==> config.mk <==
export PLATFORM = sky130hd
export DESIGN_NAME = osdMixer_flat
export DESIGN_NICKNAME = d
export VERILOG_FILES = /design/src/osdPkg.sv /design/src/osdFetchIf.sv /design/src/osdMixer.sv /design/src/flat_wrapper.sv
export SDC_FILE = /design/constraint.sdc
export NUM_CORES = 1
export LEC_CHECK = 0
export BUFFER_PORTS_ARGS = -buffer_cell sky130_fd_sc_hd__clkbuf_2
export CAP_MARGIN = 30
export CORE_MARGIN = 2
export CORE_UTILIZATION = 55
export CTS_BUF_LIST = sky130_fd_sc_hd__clkbuf_4
export DETAILED_ROUTE_END_ITERATION = 12
export PLACE_DENSITY = 0.82
export SYNTH_ARGS = -nofsm -noshare
export SYNTH_HDL_FRONTEND = slang
export SYNTH_SLANG_ARGS = --single-unit
==> constraint.sdc <==
create_clock -name clk_video -period 2 [get_ports clk_video]
set_clock_uncertainty 0.2 [all_clocks]
set_input_delay 0.1 -clock clk_video [delete_from_list [all_inputs] [get_ports clk_video]]
set_output_delay 0.1 -clock clk_video [all_outputs]
set_load 0.02 [all_outputs]
==> src/osdPkg.sv <==
/* OSD sizes, tint colour, pipeline delay,
   command opcode and control state enums */
package osdPkg;

    // bitmap window, one OSD pixel per video pixel
    localparam int OSD_WIDTH  = 256;
    localparam int OSD_HEIGHT = 64;
    localparam int OSD_BYTES  = 2048;
    localparam int ADDR_BITS  = 11;

    localparam int PIX_BITS   = 24;
    localparam int COUNT_BITS = 12;

    // two bits each for red, green, blue
    localparam logic [5:0] OSD_TINT = 6'h3c;

    // source input to mixed output
    localparam int PIPE_DELAY = 4;

    // decoded from the upper bits of the command byte
    typedef enum logic [1:0] {
        CMD_NONE,
        CMD_WRITE,
        CMD_ENABLE
    } osdCmdE;

    typedef enum logic [1:0] {
        IDLE,
        CMD,
        DATA
    } ctrlStateE;

endpackage

==> src/osdFetchIf.sv <==
/* Pixel fetch path from window geometry
   through the bitmap buffer to the mixer */
interface osdFetchIf;
    import osdPkg::*;

    logic [ADDR_BITS-1:0] fetchAddr;
    logic [2:0]           bitSel;
    logic                 inWindow;

    // one cycle behind the request
    logic                 osdBit;
    logic                 osdActive;

    modport geometry (
        output fetchAddr,
        output bitSel,
        output inWindow
    );

    modport buffer (
        input  fetchAddr,
        input  bitSel,
        input  inWindow,
        output osdBit,
        output osdActive
    );

    modport mixer (
        input osdBit,
        input osdActive
    );

endinterface

==> src/osdMixer.sv <==
/* Tinted colour blend of the OSD bit with the source,
   aligned delay of pixel data and syncs */
module osdMixer (
    input  logic                        clk_video,
    input  logic                        reset,
    input  logic [osdPkg::PIX_BITS-1:0] rgb,
    input  logic                        de,
    input  logic                        hs,
    input  logic                        vs,
    osdFetchIf.mixer                    fetch,
    output logic [osdPkg::PIX_BITS-1:0] mixedRgb,
    output logic                        mixedDe,
    output logic                        mixedHs,
    output logic                        mixedVs
);
    import osdPkg::*;

    // source waits here for the fetched bit
    logic [PIX_BITS-1:0]   rgbPipe [PIPE_DELAY-2];
    logic [PIX_BITS-1:0]   srcAligned;
    logic [PIX_BITS-1:0]   tinted;
    logic [PIX_BITS-1:0]   mixStage;
    logic [PIPE_DELAY-1:0] dePipe;
    logic [PIPE_DELAY-1:0] hsPipe;
    logic [PIPE_DELAY-1:0] vsPipe;

    assign srcAligned = rgbPipe[PIPE_DELAY-3];

    // bit, tint, then dimmed source per channel
    assign tinted = {fetch.osdBit, OSD_TINT[5:4], srcAligned[23:19],
                     fetch.osdBit, OSD_TINT[3:2], srcAligned[15:11],
                     fetch.osdBit, OSD_TINT[1:0], srcAligned[7:3]};

    always_ff @(posedge clk_video) begin
        rgbPipe[0] <= rgb;
        for (int i = 1; i < PIPE_DELAY - 2; i++) begin
            rgbPipe[i] <= rgbPipe[i-1];
        end
        mixStage <= fetch.osdActive ? tinted : srcAligned;
        mixedRgb <= mixStage;
    end

    always_ff @(posedge clk_video) begin
        if (reset) begin
            dePipe <= '0;
            hsPipe <= '0;
            vsPipe <= '0;
        end else begin
            dePipe <= {dePipe[PIPE_DELAY-2:0], de};
            hsPipe <= {hsPipe[PIPE_DELAY-2:0], hs};
            vsPipe <= {vsPipe[PIPE_DELAY-2:0], vs};
        end
    end

    assign mixedDe = dePipe[PIPE_DELAY-1];
    assign mixedHs = hsPipe[PIPE_DELAY-1];
    assign mixedVs = vsPipe[PIPE_DELAY-1];

endmodule

==> src/flat_wrapper.sv <==
// flat-port wrapper written by rule: the top's interface ports become plain ports
module osdMixer_flat import osdPkg::*;
  (clk_video, reset, rgb, de, hs, vs, mixedRgb, mixedDe, mixedHs, mixedVs, fetch_osdBit, fetch_osdActive);
  osdFetchIf fetch_i ();
  input  logic clk_video;
  input  logic reset;
  input  logic [osdPkg::PIX_BITS-1:0] rgb;
  input  logic de;
  input  logic hs;
  input  logic vs;
  output logic [osdPkg::PIX_BITS-1:0] mixedRgb;
  output logic mixedDe;
  output logic mixedHs;
  output logic mixedVs;
  input wire logic [$bits(fetch_i.osdBit)-1:0] fetch_osdBit;
  input wire logic [$bits(fetch_i.osdActive)-1:0] fetch_osdActive;
  assign fetch_i.osdBit = fetch_osdBit;
  assign fetch_i.osdActive = fetch_osdActive;
  osdMixer u_core (.clk_video(clk_video), .reset(reset), .rgb(rgb), .de(de), .hs(hs), .vs(vs), .fetch(fetch_i), .mixedRgb(mixedRgb), .mixedDe(mixedDe), .mixedHs(mixedHs), .mixedVs(mixedVs));
endmodule
==> out/metrics.cfg <==
[synthesis]
yosysWarnings = 0
synth_xor_xnor_area_share = 0
yosys-mux-area-fraction = 0.0991
syn_avg_cell_area_um2 = 17.4
synth.net_count = 179
yosysSeqAreaShare = 0.839
ys_ff_latch = 108
synth_cell_types = 8
synth_simple_gate_area_share = 0.0437
synth_top_family_by_area = multiplexers
synth_compound_area_frac = 0
synthCells = 148
synthAdderAreaFrac = 0
netlist_area_um2 = 2580

[sta]
slew_headroom = 0.554
fin_crit_sh = 0.711
layout_min_cycle_time_ns = 1.42
rsz0062_at_grt = false
final_hold_viol_count = 0
setup-violations-final = 0
fmax_ghz = 0.704
tns_ns = 0
final_max_slew_viol_count = 0
hold_ws_ns = 0.116
tightest_slew_ns = 0.670

[pwr]
total_power_mw = 3.41
leakage_nw = 1.52
p_per_area_nw_per_um2 = 1030
peakVddDrop_mv = 0.633

[setup_path]
cp-startpoint = reset
arrival_ns = 1.58
crit_path_end_kind = flip-flop
timing.rr.start = u_core.rgbPipe[0][28]
path_class = in -> reg
required_ns = 2.16
crit_fanout = 12
setup.worst_path.start_class = input pin

[global_route]
grt_pass1_wl_mm = 5.36
overflow = 0
antenna_found_initial = 0
grt_pass1_vias = 1273
grt_max_degree = 25
grt_use_total = 0.144

[clock_network]
postCtsSetupBuffers = 0
cts-root-buf = clkbuf_4
cts_htree_levels = 3
cts_tree = yes
cts_resized = 0
clockBufferDepth = 2
numCtsBuffers = 9
clk_pin_slew_ns = 0.14
cts.sinks = 108
hold_buffers = 32
worstSkewPairLatency_ns = 0.41

[min_path]
worstHoldPathType = in -> reg
hp-start = rgb[15]

[cells_and_area]
layout_commonest_cell = dfxtp_1
syn_to_final_growth_pct = 28.4
diodes = 0
final_cell_mix = dfxtp_1 (108), clkbuf_2 (57), dlygate4sd3_1 (32), mux2_4 (14), nor2b_1 (14)
final_layout_size_suffix_gt1_frac = 0.378
fill_cells = 289
final_core_util = 0.744
nets = 275

[run_status]
status = finished, final reports clean

[floorplanning]
die_width_um = 72.4
die_area_um2 = 5250
start_util = 0.580
pin_count = 58
die_height_um = 72.4
fp-row-count = 24
core_um2 = 4440

[detailed_routing]
wl_per_cell_um = 11.4
vias_per_cell = 4.21
wl_mm = 3.43
drc = 0
dr.pass1.iters = 4
num_vias = 1266
final_antenna_net_count = 0
drt_iter0_markers = 34

[place]
port_buffers = 57
place_congestion = 0.658

[job]
cap_violations = 0

logic make-up after synthesis:
family,count (synthesis)
and+or+nand+nor,18
muxes,18
buffers and inverters,4
DFF,108
path summary, 6_finish.rpt:
kind / to / depth (start not counted) / slack [ns]
setup / recovery: u_core.vsPipe[0] / 4 / 0.58
hold reg to reg: u_core.mixedRgb[17] / 0 / 0.14
hold / removal: u_core.rgbPipe[0][15] / 2 / 0.12
setup reg to reg: u_core.mixStage[4] / 1 / 1.09
cell usage after synthesis:
cell	number	area, um^2
clkbuf_1	1	3.75
dfxtp_1	108	2160
nor2b_1	14	87.6
mux2_4	14	210
buf_6	2	22.5
or2_2	4	25.0
buf_12	1	20.0
mux2_2	4	45.0
through the flow:
stage | cell area (um^2) | setup slack [ns] | std cells
2_1_floorplan | 2580 | 1.05 | 148
3_3_place_gp | 2880 | 0.648 | 253
3_5_place_dp | 2880 | 0.616 | 253
4_1_cts | 3310 | 0.676 | 301
5_1_grt | 3310 | 0.534 | 301
6_report | 3310 | 0.579 | 301
final cells by class:
class / instances / area (um^2) / area share
clock buffer: 10 / 75.1 / 0.0227
clock inverter: 6 / 31.3 / 0.00946
multi-input combinational: 36 / 368 / 0.111
sequential: 108 / 2160 / 0.654
tap: 52 / 65.1 / 0.0197
timing repair buffer: 89 / 606 / 0.183
worst max-delay path, cell delays in order:
cell           delay [ns]
dlygate4sd3_1        0.54
clkbuf_2             0.20
nor2b_1              0.16
dlygate4sd3_1        0.58
routing by layer:
layer  track usage  routed length, um
met1         0.153               1500
met2         0.246               1710
met3        0.0431                137
met4        0.0988                 86
met5             0                  0
sequential cells by signal, summed over array words and instances (netlist names):
register	flops
u_core.hsPipe	4
u_core.rgbPipe	48
u_core.dePipe	4
u_core.mixedRgb	24
u_core.mixStage	24
u_core.vsPipe	4
report_power, final:
| part | internal (mW) | leakage, nW | switching, mW |
|---|---|---|---|
| logic | 0.131 | 0.547 | 0.0965 |
| clock network | 0.259 | 0.0634 | 0.607 |
| registers | 2.28 | 0.907 | 0.0338 |
| total | 2.67 | 1.52 | 0.737 |
No activity file was read; power rests on OpenSTA's default activity.
