===== src/osdPkg.sv =====
/* OSD sizes, tint colour, pipeline delay,
   command opcode and control state enums */
package osdPkg;

    // bitmap window, one OSD pixel per video pixel
    localparam int OSD_WIDTH  = 256;
    localparam int OSD_HEIGHT = 64;
    localparam int OSD_BYTES  = 2048;
    localparam int ADDR_BITS  = 11;

    localparam int PIX_BITS   = 24;
    localparam int COUNT_BITS = 12;

    // two bits each for red, green, blue
    localparam logic [5:0] OSD_TINT = 6'h3c;

    // source input to mixed output
    localparam int PIPE_DELAY = 4;

    // decoded from the upper bits of the command byte
    typedef enum logic [1:0] {
        CMD_NONE,
        CMD_WRITE,
        CMD_ENABLE
    } osdCmdE;

    typedef enum logic [1:0] {
        IDLE,
        CMD,
        DATA
    } ctrlStateE;

endpackage


===== src/osdControl.sv =====
/* Host strobe port decoder with bitmap
   write addressing, overlay enable and status */
module osdControl (
    input  logic                         clk_video,
    input  logic                         reset,
    input  logic                         ioSelect,
    input  logic                         ioStrobe,
    input  logic [15:0]                  ioData,
    output logic                         bufWrite,
    output logic [osdPkg::ADDR_BITS-1:0] bufAddr,
    output logic [7:0]                   bufData,
    output logic                         osdEnable,
    output logic                         osdStatus
);
    import osdPkg::*;

    ctrlStateE            state;
    osdCmdE               cmdKind;
    osdCmdE               cmdNow;
    logic                 selQ;
    logic                 selD;
    logic                 strobeQ;
    logic                 strobeD;
    logic                 strobeRise;
    logic [7:0]           dataQ;
    logic [7:0]           wordQ;
    logic [ADDR_BITS-1:0] wrAddr;
    logic                 pendingEnable;

    function automatic osdCmdE decodeCmd(input logic [7:0] cmdByte);
        if (cmdByte[7:5] == 3'b001) begin
            return CMD_WRITE;
        end
        if (cmdByte[7:4] == 4'b0100) begin
            return CMD_ENABLE;
        end
        return CMD_NONE;
    endfunction

    assign cmdNow = decodeCmd(wordQ);

    // sample the port, then register the strobe edge with its word
    always_ff @(posedge clk_video) begin
        dataQ <= ioData[7:0];
        wordQ <= dataQ;
        if (reset) begin
            selQ       <= 1'b0;
            selD       <= 1'b0;
            strobeQ    <= 1'b0;
            strobeD    <= 1'b0;
            strobeRise <= 1'b0;
        end else begin
            selQ       <= ioSelect;
            selD       <= selQ;
            strobeQ    <= ioStrobe;
            strobeD    <= strobeQ;
            strobeRise <= strobeQ & ~strobeD;
        end
    end

    always_ff @(posedge clk_video) begin
        if (reset) begin
            state         <= IDLE;
            cmdKind       <= CMD_NONE;
            pendingEnable <= 1'b0;
            osdEnable     <= 1'b0;
            osdStatus     <= 1'b0;
            bufWrite      <= 1'b0;
        end else begin
            bufWrite <= 1'b0;
            if (!selD) begin
                // enable commits as the transaction closes
                if (state != IDLE && cmdKind == CMD_ENABLE) begin
                    osdEnable <= pendingEnable;
                end
                state   <= IDLE;
                cmdKind <= CMD_NONE;
            end else begin
                case (state)
                    IDLE, CMD: begin
                        state <= CMD;
                        if (strobeRise) begin
                            cmdKind <= cmdNow;
                            if (cmdNow == CMD_ENABLE) begin
                                pendingEnable <= wordQ[0];
                                osdStatus     <= wordQ[0];
                            end
                            state <= DATA;
                        end
                    end
                    DATA: begin
                        if (strobeRise && cmdKind == CMD_WRITE) begin
                            bufWrite <= 1'b1;
                        end
                    end
                    default: state <= IDLE;
                endcase
            end
        end
    end

    // write address, start page from the command byte
    always_ff @(posedge clk_video) begin
        if (selD && strobeRise) begin
            if (state == DATA) begin
                bufAddr <= wrAddr;
                bufData <= wordQ;
                wrAddr  <= wrAddr + 1'b1;
            end else if (cmdNow == CMD_WRITE) begin
                wrAddr <= {wordQ[2:0], 8'h00};
            end
        end
    end

endmodule


===== config.mk =====
export PLATFORM = sky130hd
export DESIGN_NAME = osdControl
export DESIGN_NICKNAME = d
export VERILOG_FILES = /design/src/osdPkg.sv /design/src/osdControl.sv
export SDC_FILE = /design/constraint.sdc
export NUM_CORES = 1
export LEC_CHECK = 0
export BUFFER_PORTS_ARGS = -buffer_cell sky130_fd_sc_hd__buf_2
export CAP_MARGIN = 20
export CORE_ASPECT_RATIO = 1.4
export CORE_MARGIN = 2
export CORE_UTILIZATION = 45
export DETAILED_ROUTE_END_ITERATION = 16
export PLACE_DENSITY = 0.71
export SYNTH_ARGS = -nofsm -noshare
export SYNTH_HDL_FRONTEND = slang
export SYNTH_SLANG_ARGS = --single-unit

===== constraint.sdc =====
create_clock -name clk_video -period 2.87 [get_ports clk_video]
set_input_delay 0.1435 -clock clk_video [delete_from_list [all_inputs] [get_ports clk_video]]
set_output_delay 0.1435 -clock clk_video [all_outputs]
set_load 0.1 [all_outputs]

==> run summary <==
The number of cells on the critical path works out to 3. After clock tree synthesis, the clock-pin slew on the worst setup and hold paths is 60 ps. The flip-flop and latch count after synthesis is 58. The core region is 4170 µm².

For the number of remaining DRC errors, the log shows 0. Final critical-path setup slack: 1130 ps. In this run the worst hold path is classified as input port to flip-flop.

The area growth from synthesis to layout is 27.3%. The highest attainable clock frequency was 574 MHz. The floorplan has 28 rows.

Data on the critical path is required at its endpoint by 2900 ps. The floorplan step defined a die boundary enclosing 4810 µm². The flow ran to the end, and the final reports show no timing, DRC or antenna violations. In this run the number of H-tree levels came out at 3. Counting along the longest clock path gives a buffer depth of 2. Summing all multi-input logic gate instances after layout gives 430 µm².

The number of slew-limit violations in the final report was 0; the die span in y was 81.3 µm. The fraction of final layout cells sized beyond drive strength 1 is 0.295. The minimum period implied by the final worst setup slack was 1740 ps; the length of routed wiring on met1 was 1.14 mm.

The worst hold path was traced through 2 stages. The logs give 0 for the final count of hold timing violations and 58 for the clock sink total. The final cell utilization of the core was 0.586; the count of filler cells inserted in the layout was 336. For the cell count after synthesis, the log shows 133. The ratio of routed vias to standard cells is 5.04, and the aggregate negative setup slack is 0 ps. The congestion estimate from routability-driven global placement came to 0.770.

The data arrival time of the critical path was 1770 ps; the post-route clock skew was 5.29 ps. For this run the aggregate overflow at the end of global routing stands at 0. The worst reg2reg path depth is 3. The routed layout has 1,184 vias. In the detailed route, the total length drawn on met3 is 160 µm.

Setup repair after global routing left no endpoint under its margin. The cell sitting at the root of the clock tree is a sky130_fd_sc_hd__clkbuf_8. The clock latency of the later-clocked register in the worst-skew pair is 330 ps, and the biggest fanout along the worst timing path is 14. For this run, the number of Yosys warnings is 0. During I/O placement, the number of pins put on the boundary was 42. The run gives 0.762 as the post-synthesis sequential area ratio. The count of cell types in the netlist was 29. The largest delay contributor family on the critical path is simple AND/OR/NAND/NOR gates. In this design, the stage delay of the slowest critical-path cell is 470 ps. The synthesized design spends more area on one cell type than any other, namely sky130_fd_sc_hd__edfxtp_1. Average footprint of a synthesized cell: 14.4 µm². STA classifies the critical path endpoint as a flip-flop. First-iteration detailed-routing DRC count: 33. In this run the remaining antenna-violating nets after routing total 0. Effective utilization at floorplan: 0.460. Worst path buffer plus inverter count: 1. Walking the worst path, the cells encountered are nand2b_1 > nor2_1 > buf_4. Number of nets in the layout: 206. The most common library cell in the layout ignoring fill and taps was sky130_fd_sc_hd__buf_2.

Setup violations remaining at the end of the flow were counted as 0. The tools report the type of element launching the critical path as a flip-flop. The worst supply voltage drop on vdd was 0.729 mV; the fraction of synthesized cell area taken by the top area cell type was 0.470. The critical path in this run is classified as flip-flop to flip-flop. The logs give 0.581 for the tightest slew margin relative to the limit and 0.918 nW for the leakage power. By area the synthesized netlist is led by sky130_fd_sc_hd__edfxtp_1 (47%), sky130_fd_sc_hd__dfxtp_1 (29%), sky130_fd_sc_hd__nor2b_1 (2.6%). At the pin with the least slew margin, the transition time is 620 ps.

The number of nets handed over by synthesis was 154. TritonCTS built the clock tree. Total power divided by cell area: 704 nW/µm². The total routing usage reported by global routing was 0.162; the sequential cell area was 1460 µm². Routed signal wires occupy layers up through met4. The post-cts sizing count is 0, and the final routed wire length divided by cell count is 13.5 µm. The first global-routing pass estimated 5.49 mm of wire.

The number of diodes added for antenna fixing is 0, and the post-detailed-routing wire length is 3.16 mm. The post-route fraction of the period consumed by the critical path works out to 0.607. The cell area after synthesis is 1920 µm².

The tools report the pre-CTS setup slack as 1100 ps. The synthesized design contains 30 enable-type register cells. Leaving out filler cells and counting taps, the final layout contains 235. Detailed placement finished with a half-perimeter wire length of 2.20 mm.

The instance count after placement with tap cells included was 211; the via count of the first global-routing pass was 1,204. For the number of antenna violations at the first check in global routing, the log shows 0. The tools report the total iterations of the first detailed-routing run as 4. In the layout the commonest cells are sky130_fd_sc_hd__buf_2 (33), sky130_fd_sc_hd__edfxtp_1 (30), sky130_fd_sc_hd__dfxtp_1 (28). The largest net degree at the start of global routing is 15, and the die span in x is 59.2 µm. The fraction of synthesis flops using an asynchronous set or reset pin is 0. In the synthesized netlist the dominant register cell turns out to be sky130_fd_sc_hd__edfxtp_1.

The count of input and output buffers came out at 33. The largest individual stage delay along the critical path comes from the cell sky130_fd_sc_hd__nor2_1. The design draws 0.00172 W. Across the run, the number of max-cap violations was 0.

Summed over all nets, wire length on met2 after detailed routing comes to 1.78 mm. Total clock buffers created by CTS: 9.
## final timing paths
path                                    to  slack (ps)     start
worst min-delay path                  selQ          20  ioSelect
worst max register to register  bufData[1]        1130  state[1]
worst max-delay path            bufData[1]        1130  state[1]
worst min register to register    wordQ[4]         330  dataQ[4]
## through the flow
step	instance area, µm²	hold WS, ps
final	2440	17.0
after global placement	2150	246
after global routing	2440	26.0
after detailed placement	2150	247
after floorplan	1920	171
after CTS	2440	5.68
## state kept, by name, indices dropped and copies added (netlist names), 2 cells and up
name	count
bufAddr	11
bufData	8
cmdKind	2
dataQ	8
state	2
wordQ	8
wrAddr	11
## cell families (layout without fill, tap and decap cells)
group | count (synthesis) | count (layout) | share of synthesized area
flip-flops | 58 | 58 | 0.762
AO/OA/AOI/OAI | 17 | 17 | 0.0541
adder cells (fa/ha/maj) | 1 | 1 | 0.00652
buffers and inverters | 7 | 64 | 0.0137
multiplexers | 2 | 2 | 0.0104
AND/OR/NAND/NOR | 45 | 45 | 0.140
XOR/XNOR | 3 | 3 | 0.0137
## routing by layer
metal,track usage,up-vias
li1,-,588
met1,0.152,550
met2,0.294,37
met3,0.0621,9
met4,0.0886,0
met5,0,-
## report_power, final
| group | switching [W] | total (W) | leakage [nW] | internal (W) |
|---|---|---|---|---|
| combinational | 0.00000967 | 0.0000278 | 0.314 | 0.0000182 |
| sequential | 0.00000709 | 0.000889 | 0.491 | 0.000882 |
| clock | 0.000316 | 0.000803 | 0.114 | 0.000487 |
| total | 0.000332 | 0.00172 | 0.918 | 0.00139 |
## final cells by class
type,count,share of cell area
multi-input cells,68,0.176
clock buffers,9,0.0507
inverters,5,0.00768
repair buffers,43,0.107
well taps,45,0.0231
flip-flops and latches,58,0.598
clock inverters,7,0.0374
## cells in the mapped netlist (2+ instances only)
cell,n
sky130_fd_sc_hd__edfxtp_1,30
sky130_fd_sc_hd__dfxtp_1,28
sky130_fd_sc_hd__nor2_1,13
sky130_fd_sc_hd__nor2b_1,8
sky130_fd_sc_hd__a21oi_1,6
sky130_fd_sc_hd__inv_1,5
sky130_fd_sc_hd__nand3_1,5
sky130_fd_sc_hd__a31oi_1,3
sky130_fd_sc_hd__o21ai_0,3
sky130_fd_sc_hd__o31ai_1,3
sky130_fd_sc_hd__or4_1,3
sky130_fd_sc_hd__clkbuf_1,2
sky130_fd_sc_hd__mux2i_1,2
sky130_fd_sc_hd__nand2_1,2
sky130_fd_sc_hd__nand2b_1,2
sky130_fd_sc_hd__nand4_1,2
sky130_fd_sc_hd__nor4b_1,2
sky130_fd_sc_hd__or3_2,2
sky130_fd_sc_hd__xor2_1,2
## worst register-to-register path, stage by stage (launching register included)
cell                       delay [ps]
sky130_fd_sc_hd__dfxtp_1          400
sky130_fd_sc_hd__nand2b_1         240
sky130_fd_sc_hd__nor2_1           470
sky130_fd_sc_hd__buf_4            320
## repair_timing
item,4_1_cts,5_1_grt
hold buffers,8,0
endpoints found under the hold margin,8,0
setup buffers,0,0
Note: power is estimated with default switching activity, not from simulation.
