$ cat config.mk
export PLATFORM = sky130hd
export DESIGN_NAME = osdGeometry_flat
export DESIGN_NICKNAME = d
export VERILOG_FILES = /design/src/osdPkg.sv /design/src/osdFetchIf.sv /design/src/osdGeometry.sv /design/src/flat_wrapper.sv
export SDC_FILE = /design/constraint.sdc
export NUM_CORES = 1
export LEC_CHECK = 0
export BUFFER_PORTS_ARGS = -buffer_cell sky130_fd_sc_hd__buf_2
export CAP_MARGIN = 20
export CORE_MARGIN = 2
export CORE_UTILIZATION = 41
export CTS_CLUSTER_SIZE = 25
export DETAILED_ROUTE_END_ITERATION = 10
export GPL_TIMING_DRIVEN = 0
export PLACE_DENSITY = 0.58
export SETUP_SLACK_MARGIN = 0.05
export SYNTH_ARGS = -nofsm -noshare
export SYNTH_HDL_FRONTEND = slang
export SYNTH_SLANG_ARGS = --single-unit
$ cat constraint.sdc
create_clock -name clk_video -period 4.2 [get_ports clk_video]
set_input_delay 0.84 -clock clk_video [delete_from_list [all_inputs] [get_ports clk_video]]
set_output_delay 0.84 -clock clk_video [all_outputs]
set_load 0.03 [all_outputs]
$ cat src/osdPkg.sv
/* OSD sizes, tint colour, pipeline delay,
   command opcode and control state enums */
package osdPkg;

    // bitmap window, one OSD pixel per video pixel
    localparam int OSD_WIDTH  = 256;
    localparam int OSD_HEIGHT = 64;
    localparam int OSD_BYTES  = 2048;
    localparam int ADDR_BITS  = 11;

    localparam int PIX_BITS   = 24;
    localparam int COUNT_BITS = 12;

    // two bits each for red, green, blue
    localparam logic [5:0] OSD_TINT = 6'h3c;

    // source input to mixed output
    localparam int PIPE_DELAY = 4;

    // decoded from the upper bits of the command byte
    typedef enum logic [1:0] {
        CMD_NONE,
        CMD_WRITE,
        CMD_ENABLE
    } osdCmdE;

    typedef enum logic [1:0] {
        IDLE,
        CMD,
        DATA
    } ctrlStateE;

endpackage

$ cat src/osdFetchIf.sv
/* Pixel fetch path from window geometry
   through the bitmap buffer to the mixer */
interface osdFetchIf;
    import osdPkg::*;

    logic [ADDR_BITS-1:0] fetchAddr;
    logic [2:0]           bitSel;
    logic                 inWindow;

    // one cycle behind the request
    logic                 osdBit;
    logic                 osdActive;

    modport geometry (
        output fetchAddr,
        output bitSel,
        output inWindow
    );

    modport buffer (
        input  fetchAddr,
        input  bitSel,
        input  inWindow,
        output osdBit,
        output osdActive
    );

    modport mixer (
        input osdBit,
        input osdActive
    );

endinterface

$ cat src/osdGeometry.sv
/* Line and frame measurement, centred window
   placement and bitmap address generation */
module osdGeometry (
    input  logic        clk_video,
    input  logic        reset,
    input  logic        de,
    input  logic        vs,
    input  logic        osdEnable,
    osdFetchIf.geometry fetch
);
    import osdPkg::*;

    logic                  deD;
    logic                  vsD;
    logic                  deRise;
    logic                  deFall;
    logic                  vsRise;
    logic [COUNT_BITS-1:0] pixCnt;
    logic [COUNT_BITS-1:0] lineCnt;
    logic [COUNT_BITS-1:0] lineWidth;
    logic [COUNT_BITS-1:0] frameHeight;
    logic [COUNT_BITS-1:0] hStart;
    logic [COUNT_BITS-1:0] vStart;
    logic [COUNT_BITS-1:0] rowOff;
    logic [COUNT_BITS-1:0] colOff;
    logic                  frameSeen;
    logic                  winOn;
    logic                  rowIn;
    logic                  lineHit;
    logic                  rowHit;
    logic                  colHit;
    logic [5:0]            rowNum;
    logic [5:0]            rowNow;

    assign deRise = de & ~deD;
    assign deFall = ~de & deD;
    assign vsRise = vs & ~vsD;

    assign vStart = (frameHeight - COUNT_BITS'(OSD_HEIGHT)) >> 1;

    // lineCnt still holds the index of this line at its de rise
    assign rowOff  = lineCnt - vStart;
    assign lineHit = (lineCnt >= vStart) && (lineCnt < vStart + COUNT_BITS'(OSD_HEIGHT));
    assign rowHit  = deRise ? lineHit : rowIn;
    assign rowNow  = deRise ? rowOff[5:0] : rowNum;

    assign colOff = pixCnt - hStart;
    assign colHit = (pixCnt >= hStart) && (pixCnt < hStart + COUNT_BITS'(OSD_WIDTH));

    always_ff @(posedge clk_video) begin
        if (reset) begin
            deD            <= 1'b0;
            vsD            <= 1'b0;
            pixCnt         <= '0;
            lineCnt        <= '0;
            lineWidth      <= '0;
            frameHeight    <= '0;
            hStart         <= '0;
            frameSeen      <= 1'b0;
            winOn          <= 1'b0;
            rowIn          <= 1'b0;
            fetch.inWindow <= 1'b0;
        end else begin
            deD    <= de;
            vsD    <= vs;
            pixCnt <= de ? pixCnt + 1'b1 : '0;
            if (deFall) begin
                lineWidth <= pixCnt;
            end
            if (vsRise) begin
                // frame start, load H and sample the enable
                lineCnt     <= '0;
                frameHeight <= lineCnt;
                hStart      <= (lineWidth - COUNT_BITS'(OSD_WIDTH)) >> 1;
                frameSeen   <= 1'b1;
                winOn       <= osdEnable && frameSeen &&
                               (lineCnt >= COUNT_BITS'(OSD_HEIGHT)) &&
                               (lineWidth >= COUNT_BITS'(OSD_WIDTH));
            end else if (deRise) begin
                lineCnt <= lineCnt + 1'b1;
                rowIn   <= lineHit;
            end
            fetch.inWindow <= de && winOn && rowHit && colHit;
        end
    end

    // row in upper address bits, bit index within the byte
    always_ff @(posedge clk_video) begin
        if (deRise) begin
            rowNum <= rowOff[5:0];
        end
        fetch.fetchAddr <= {rowNow[5:3], colOff[7:0]};
        fetch.bitSel    <= rowNow[2:0];
    end

endmodule

$ cat src/flat_wrapper.sv
// flat-port wrapper written by rule: the top's interface ports become plain ports
module osdGeometry_flat import osdPkg::*;
  (clk_video, reset, de, vs, osdEnable, fetch_fetchAddr, fetch_bitSel, fetch_inWindow);
  osdFetchIf fetch_i ();
  input  logic clk_video;
  input  logic reset;
  input  logic de;
  input  logic vs;
  input  logic osdEnable;
  output wire logic [$bits(fetch_i.fetchAddr)-1:0] fetch_fetchAddr;
  output wire logic [$bits(fetch_i.bitSel)-1:0] fetch_bitSel;
  output wire logic [$bits(fetch_i.inWindow)-1:0] fetch_inWindow;
  assign fetch_fetchAddr = fetch_i.fetchAddr;
  assign fetch_bitSel = fetch_i.bitSel;
  assign fetch_inWindow = fetch_i.inWindow;
  osdGeometry u_core (.clk_video(clk_video), .reset(reset), .de(de), .vs(vs), .osdEnable(osdEnable), .fetch(fetch_i));
endmodule
==> implementation parameters <==
Parameter                              Value

Outcome
  Outcome    complete, no violations

Cells and area
  Final layout net count    between 500 and 600
  Syn-to-layout area delta    10.71%
  Area of all sequential standard cells    roughly 0.0016 mm²
  Final core utilization    a little under half
  Number of filler instances in the final layout    about 1.0k
  Leading cell types in the layout, fill and taps excluded    sky130_fd_sc_hd__nand2_1 (80), sky130_fd_sc_hd__dfxtp_1 (72), sky130_fd_sc_hd__a21oi_1 (46)
  Most common library cell in the layout ignoring fill and taps    sky130_fd_sc_hd__nand2_1
  Number of antenna diodes    0
  Layout cell share with drive strength beyond 1    approximately 7.5%
  Multi-input logic area    0.002227 mm²

Pwr
  Total power density per cell area    approximately 310 mW/mm²
  Power after layout    between 1 and 1.5 mW
  Worst IR drop on VDD    around 0.19 mV
  Total leakage power    ~1.7 nW

Critical path
  CP arrival    between 3000 and 4000 ps
  Highest fanout seen on the critical path    4
  Slowest library cell on the worst path    sky130_fd_sc_hd__a2111oi_1
  CP Cell Sequence    inv_1, ha_1, xnor2_1, inv_1, ha_1, nand2_1, xnor2_1, ha_1, a21oi_1, nand2_1, a2111oi_1, o211ai_1, a211oi_1
  CP required    ~4400 ps
  Crit path capture type    flop
  Largest stage delay, worst path    580 ps
  Kind of start point of the critical path    flop
  Cell occurring most often along the worst timing path    sky130_fd_sc_hd__ha_1
  Type of the setup path with the least slack    reg2reg
  FF-to-FF Start    u_core.frameHeight[6]
  Timing startpoint of the critical path    u_core.frameHeight[6]

Placement
  Last weighted congestion value of the routability-driven placer    around 0.79
  Count of input and output buffers    19
  Sum of net half-perimeters after detailed placement    between 6000 and 7000 µm
  Pre-CTS worst setup slack    slightly above 900 ps

Logic synthesis
  Yosys warnings    0
  Number of distinct library cells after synthesis    49
  Async S/R FF share, synth    0%
  Mean instance size in the synthesized netlist    between 8 and 9 µm²
  Nets in the synthesized netlist    519
  Total of flip-flops plus latches after synthesis    between 70 and 80
  Number of flops mapped to enable cells by yosys    6
  Share of synthesized area occupied by flip-flops and latches    between 40 and 50%
  Dominant register cell in the synthesized netlist    sky130_fd_sc_hd__dfxtp_1
  Post-Synthesis Cells    472
  Synthesized area    between 0.004 and 0.005 mm²

Clocking
  Max H-tree Level    3
  Cts bufs inserted    9
  Clock edge transition at the registers on the reported setup and hold paths    roughly 80 ps
  CTS sink cnt    78
  Number of buffers inserted to repair setup after CTS    0
  Number of hold buffers added after cts    0
  Clock Path Buffers    2
  Clock latency of the later-clocked register in the worst-skew pair    approximately 350 ps
  Post-cts resize count    0
  CTS tree    done
  Cell at the root of the clock tree    sky130_fd_sc_hd__clkbuf_8

Floorplan
  Site Rows    36
  Standard cell core area    0.009639 mm²
  Die Y    103.1 µm
  Initial Util    about two fifths
  Die width    between 100 and 150 µm
  Die area    roughly 0.011 mm²
  Io pins    20

Routing
  Count of antenna-violating nets left after detailed routing    0
  Routed wirelength normalized by instance count    approximately 13 µm
  Drt initial violations    79
  Drt pass-1 iters    4
  Mean number of vias per cell    4.958
  DRC violations left    0
  Overall routed net length    8558 µm
  Via count of the routed design    ~3.2k

Global routing
  Global-route layer with the greatest usage    met2
  GR met1 Demand/Resource    about 20%
  Total track usage    17.33%
  Global-route met3 utilization    slightly below 4%
  Largest net degree at the start of global routing    14
  Vias in the first global route    around 3.1k
  First-pass GRT wire length    14050 µm
  Congestion Overflow GR    0
  Number of antenna violations at the first check in global routing    0
  Global Route met2 Usage    32.02%

Worst hold path
  Hold crit path type    reg2reg
  Hold path startpoint    u_core.frameHeight[4]

Timing
  Maximum frequency from static timing analysis    302.7 MHz
  Final Worst Setup Slack    896.3 ps
  Fin crit share    78.66%
  Post-layout min period    approximately 3300 ps
  Slew HR    between 60% and 70%
  Final hold slack    approximately 460 ps
  Total count of hold-check failures in the final report    0
  Total of endpoints with negative setup slack in the final report    0
  Pin slew with the least headroom to its limit    about 570 ps
  Clk_skew    between 10 and 15 ps
  Setup TNS    0 ps
  Slew Limit Fails    0
  Setup repair after global routing missed its margin    no

Job
  Reported max-cap violation count    0
sequential cells by signal, indices dropped and copies added (netlist names):
signal and cells:
u_core.winOn 1, u_core.frameHeight 11, u_core.lineCnt 12, u_core.deD 1, u_core.fetch.fetchAddr 11, u_core.rowIn 1, u_core.hStart 11, u_core.fetch.bitSel 2
u_core.fetch.inWindow 1, u_core.pixCnt 12, u_core.rowNum 1, u_core.vsD 1, u_core.lineWidth 12, u_core.frameSeen 1
worst max-delay path, delay by kind of cell (launching register included):
family | cells | cell delay [ps]
flops | 1 | 410
fa+ha+maj | 3 | 730
simple gates | 2 | 160
xor+xnor | 2 | 410
buf+inv | 2 | 160
compound gates | 4 | 1310
power breakdown:
group | internal (mW) | total (mW) | switching [mW]
sequential | 0.761 | 0.770 | 0.00895
combinational | 0.0276 | 0.0904 | 0.0628
clock | 0.232 | 0.506 | 0.274
total | 1.02 | 1.37 | 0.346
synth_stat cells, types with 2 or more instances:
cell                       number  area share [%]
sky130_fd_sc_hd__edfxtp_1       6             4.5
sky130_fd_sc_hd__xnor2_1       18             3.9
sky130_fd_sc_hd__nand4_1       10             1.6
sky130_fd_sc_hd__inv_1         32             3.0
sky130_fd_sc_hd__xor2_1        16             3.5
sky130_fd_sc_hd__nand3_1       10             1.2
sky130_fd_sc_hd__nor3_1         8            0.99
sky130_fd_sc_hd__nand3b_1       2            0.37
sky130_fd_sc_hd__nor4_1         2            0.31
sky130_fd_sc_hd__ha_1          40              12
sky130_fd_sc_hd__dfxtp_1       72              36
sky130_fd_sc_hd__or3_1          3            0.47
sky130_fd_sc_hd__nand4b_1       4            0.87
sky130_fd_sc_hd__buf_1          4            0.37
sky130_fd_sc_hd__nor3b_1        3            0.56
sky130_fd_sc_hd__nand2b_1       8             1.2
sky130_fd_sc_hd__a211oi_1       7             1.3
sky130_fd_sc_hd__a21oi_1       46             5.7
sky130_fd_sc_hd__clkbuf_1      10            0.93
sky130_fd_sc_hd__and2_1         2            0.31
sky130_fd_sc_hd__fa_1           2            0.99
sky130_fd_sc_hd__a21o_1         4            0.75
sky130_fd_sc_hd__o21ai_0       11             1.4
sky130_fd_sc_hd__nor2_1        41             3.8
sky130_fd_sc_hd__nor2b_1        8             1.2
sky130_fd_sc_hd__nand2_1       80             7.5
metrics by stage:
step           std cells  instance area [µm²]
2_1_floorplan        472                 4030
3_3_place_gp         624                 4292
3_5_place_dp         624                 4292
4_1_cts              640                 4462
5_1_grt              640                 4462
6_report             640                 4462
cell type report:
class,instances,share of cell area [%]
repair buffers,19,2.131
plain buffers,15,1.290
multi-input cells,346,49.92
well taps,133,3.730
inverters,33,2.776
flip-flops and latches,78,36.34
clock inverters,3,0.4767
clock buffers,13,3.337
routing by layer:
metal | vias to the layer above | routed length (µm)
met5 | - | 0
met2 | 26 | 4439
met4 | 0 | 89
met1 | 1480 | 3817
met3 | 7 | 213
li1 | 1660 | -
logic make-up after synthesis:
group	share of synthesized area, %
xor+xnor	7.793
compound gates	11.46
fa+ha+maj	13.41
buf+inv	4.502
flops	40.24
simple gates	22.35
mux	0.2484
final timing paths:
| check | cells after the start | end | slack (ps) |
|---|---|---|---|
| max | 13 | u_core.fetch.inWindow | 900 |
| min | 2 | u_core.frameHeight[4] | 460 |
| max reg2reg | 13 | u_core.fetch.inWindow | 900 |
| min reg2reg | 2 | u_core.frameHeight[4] | 460 |
No activity file was read; power rests on OpenSTA's default activity.
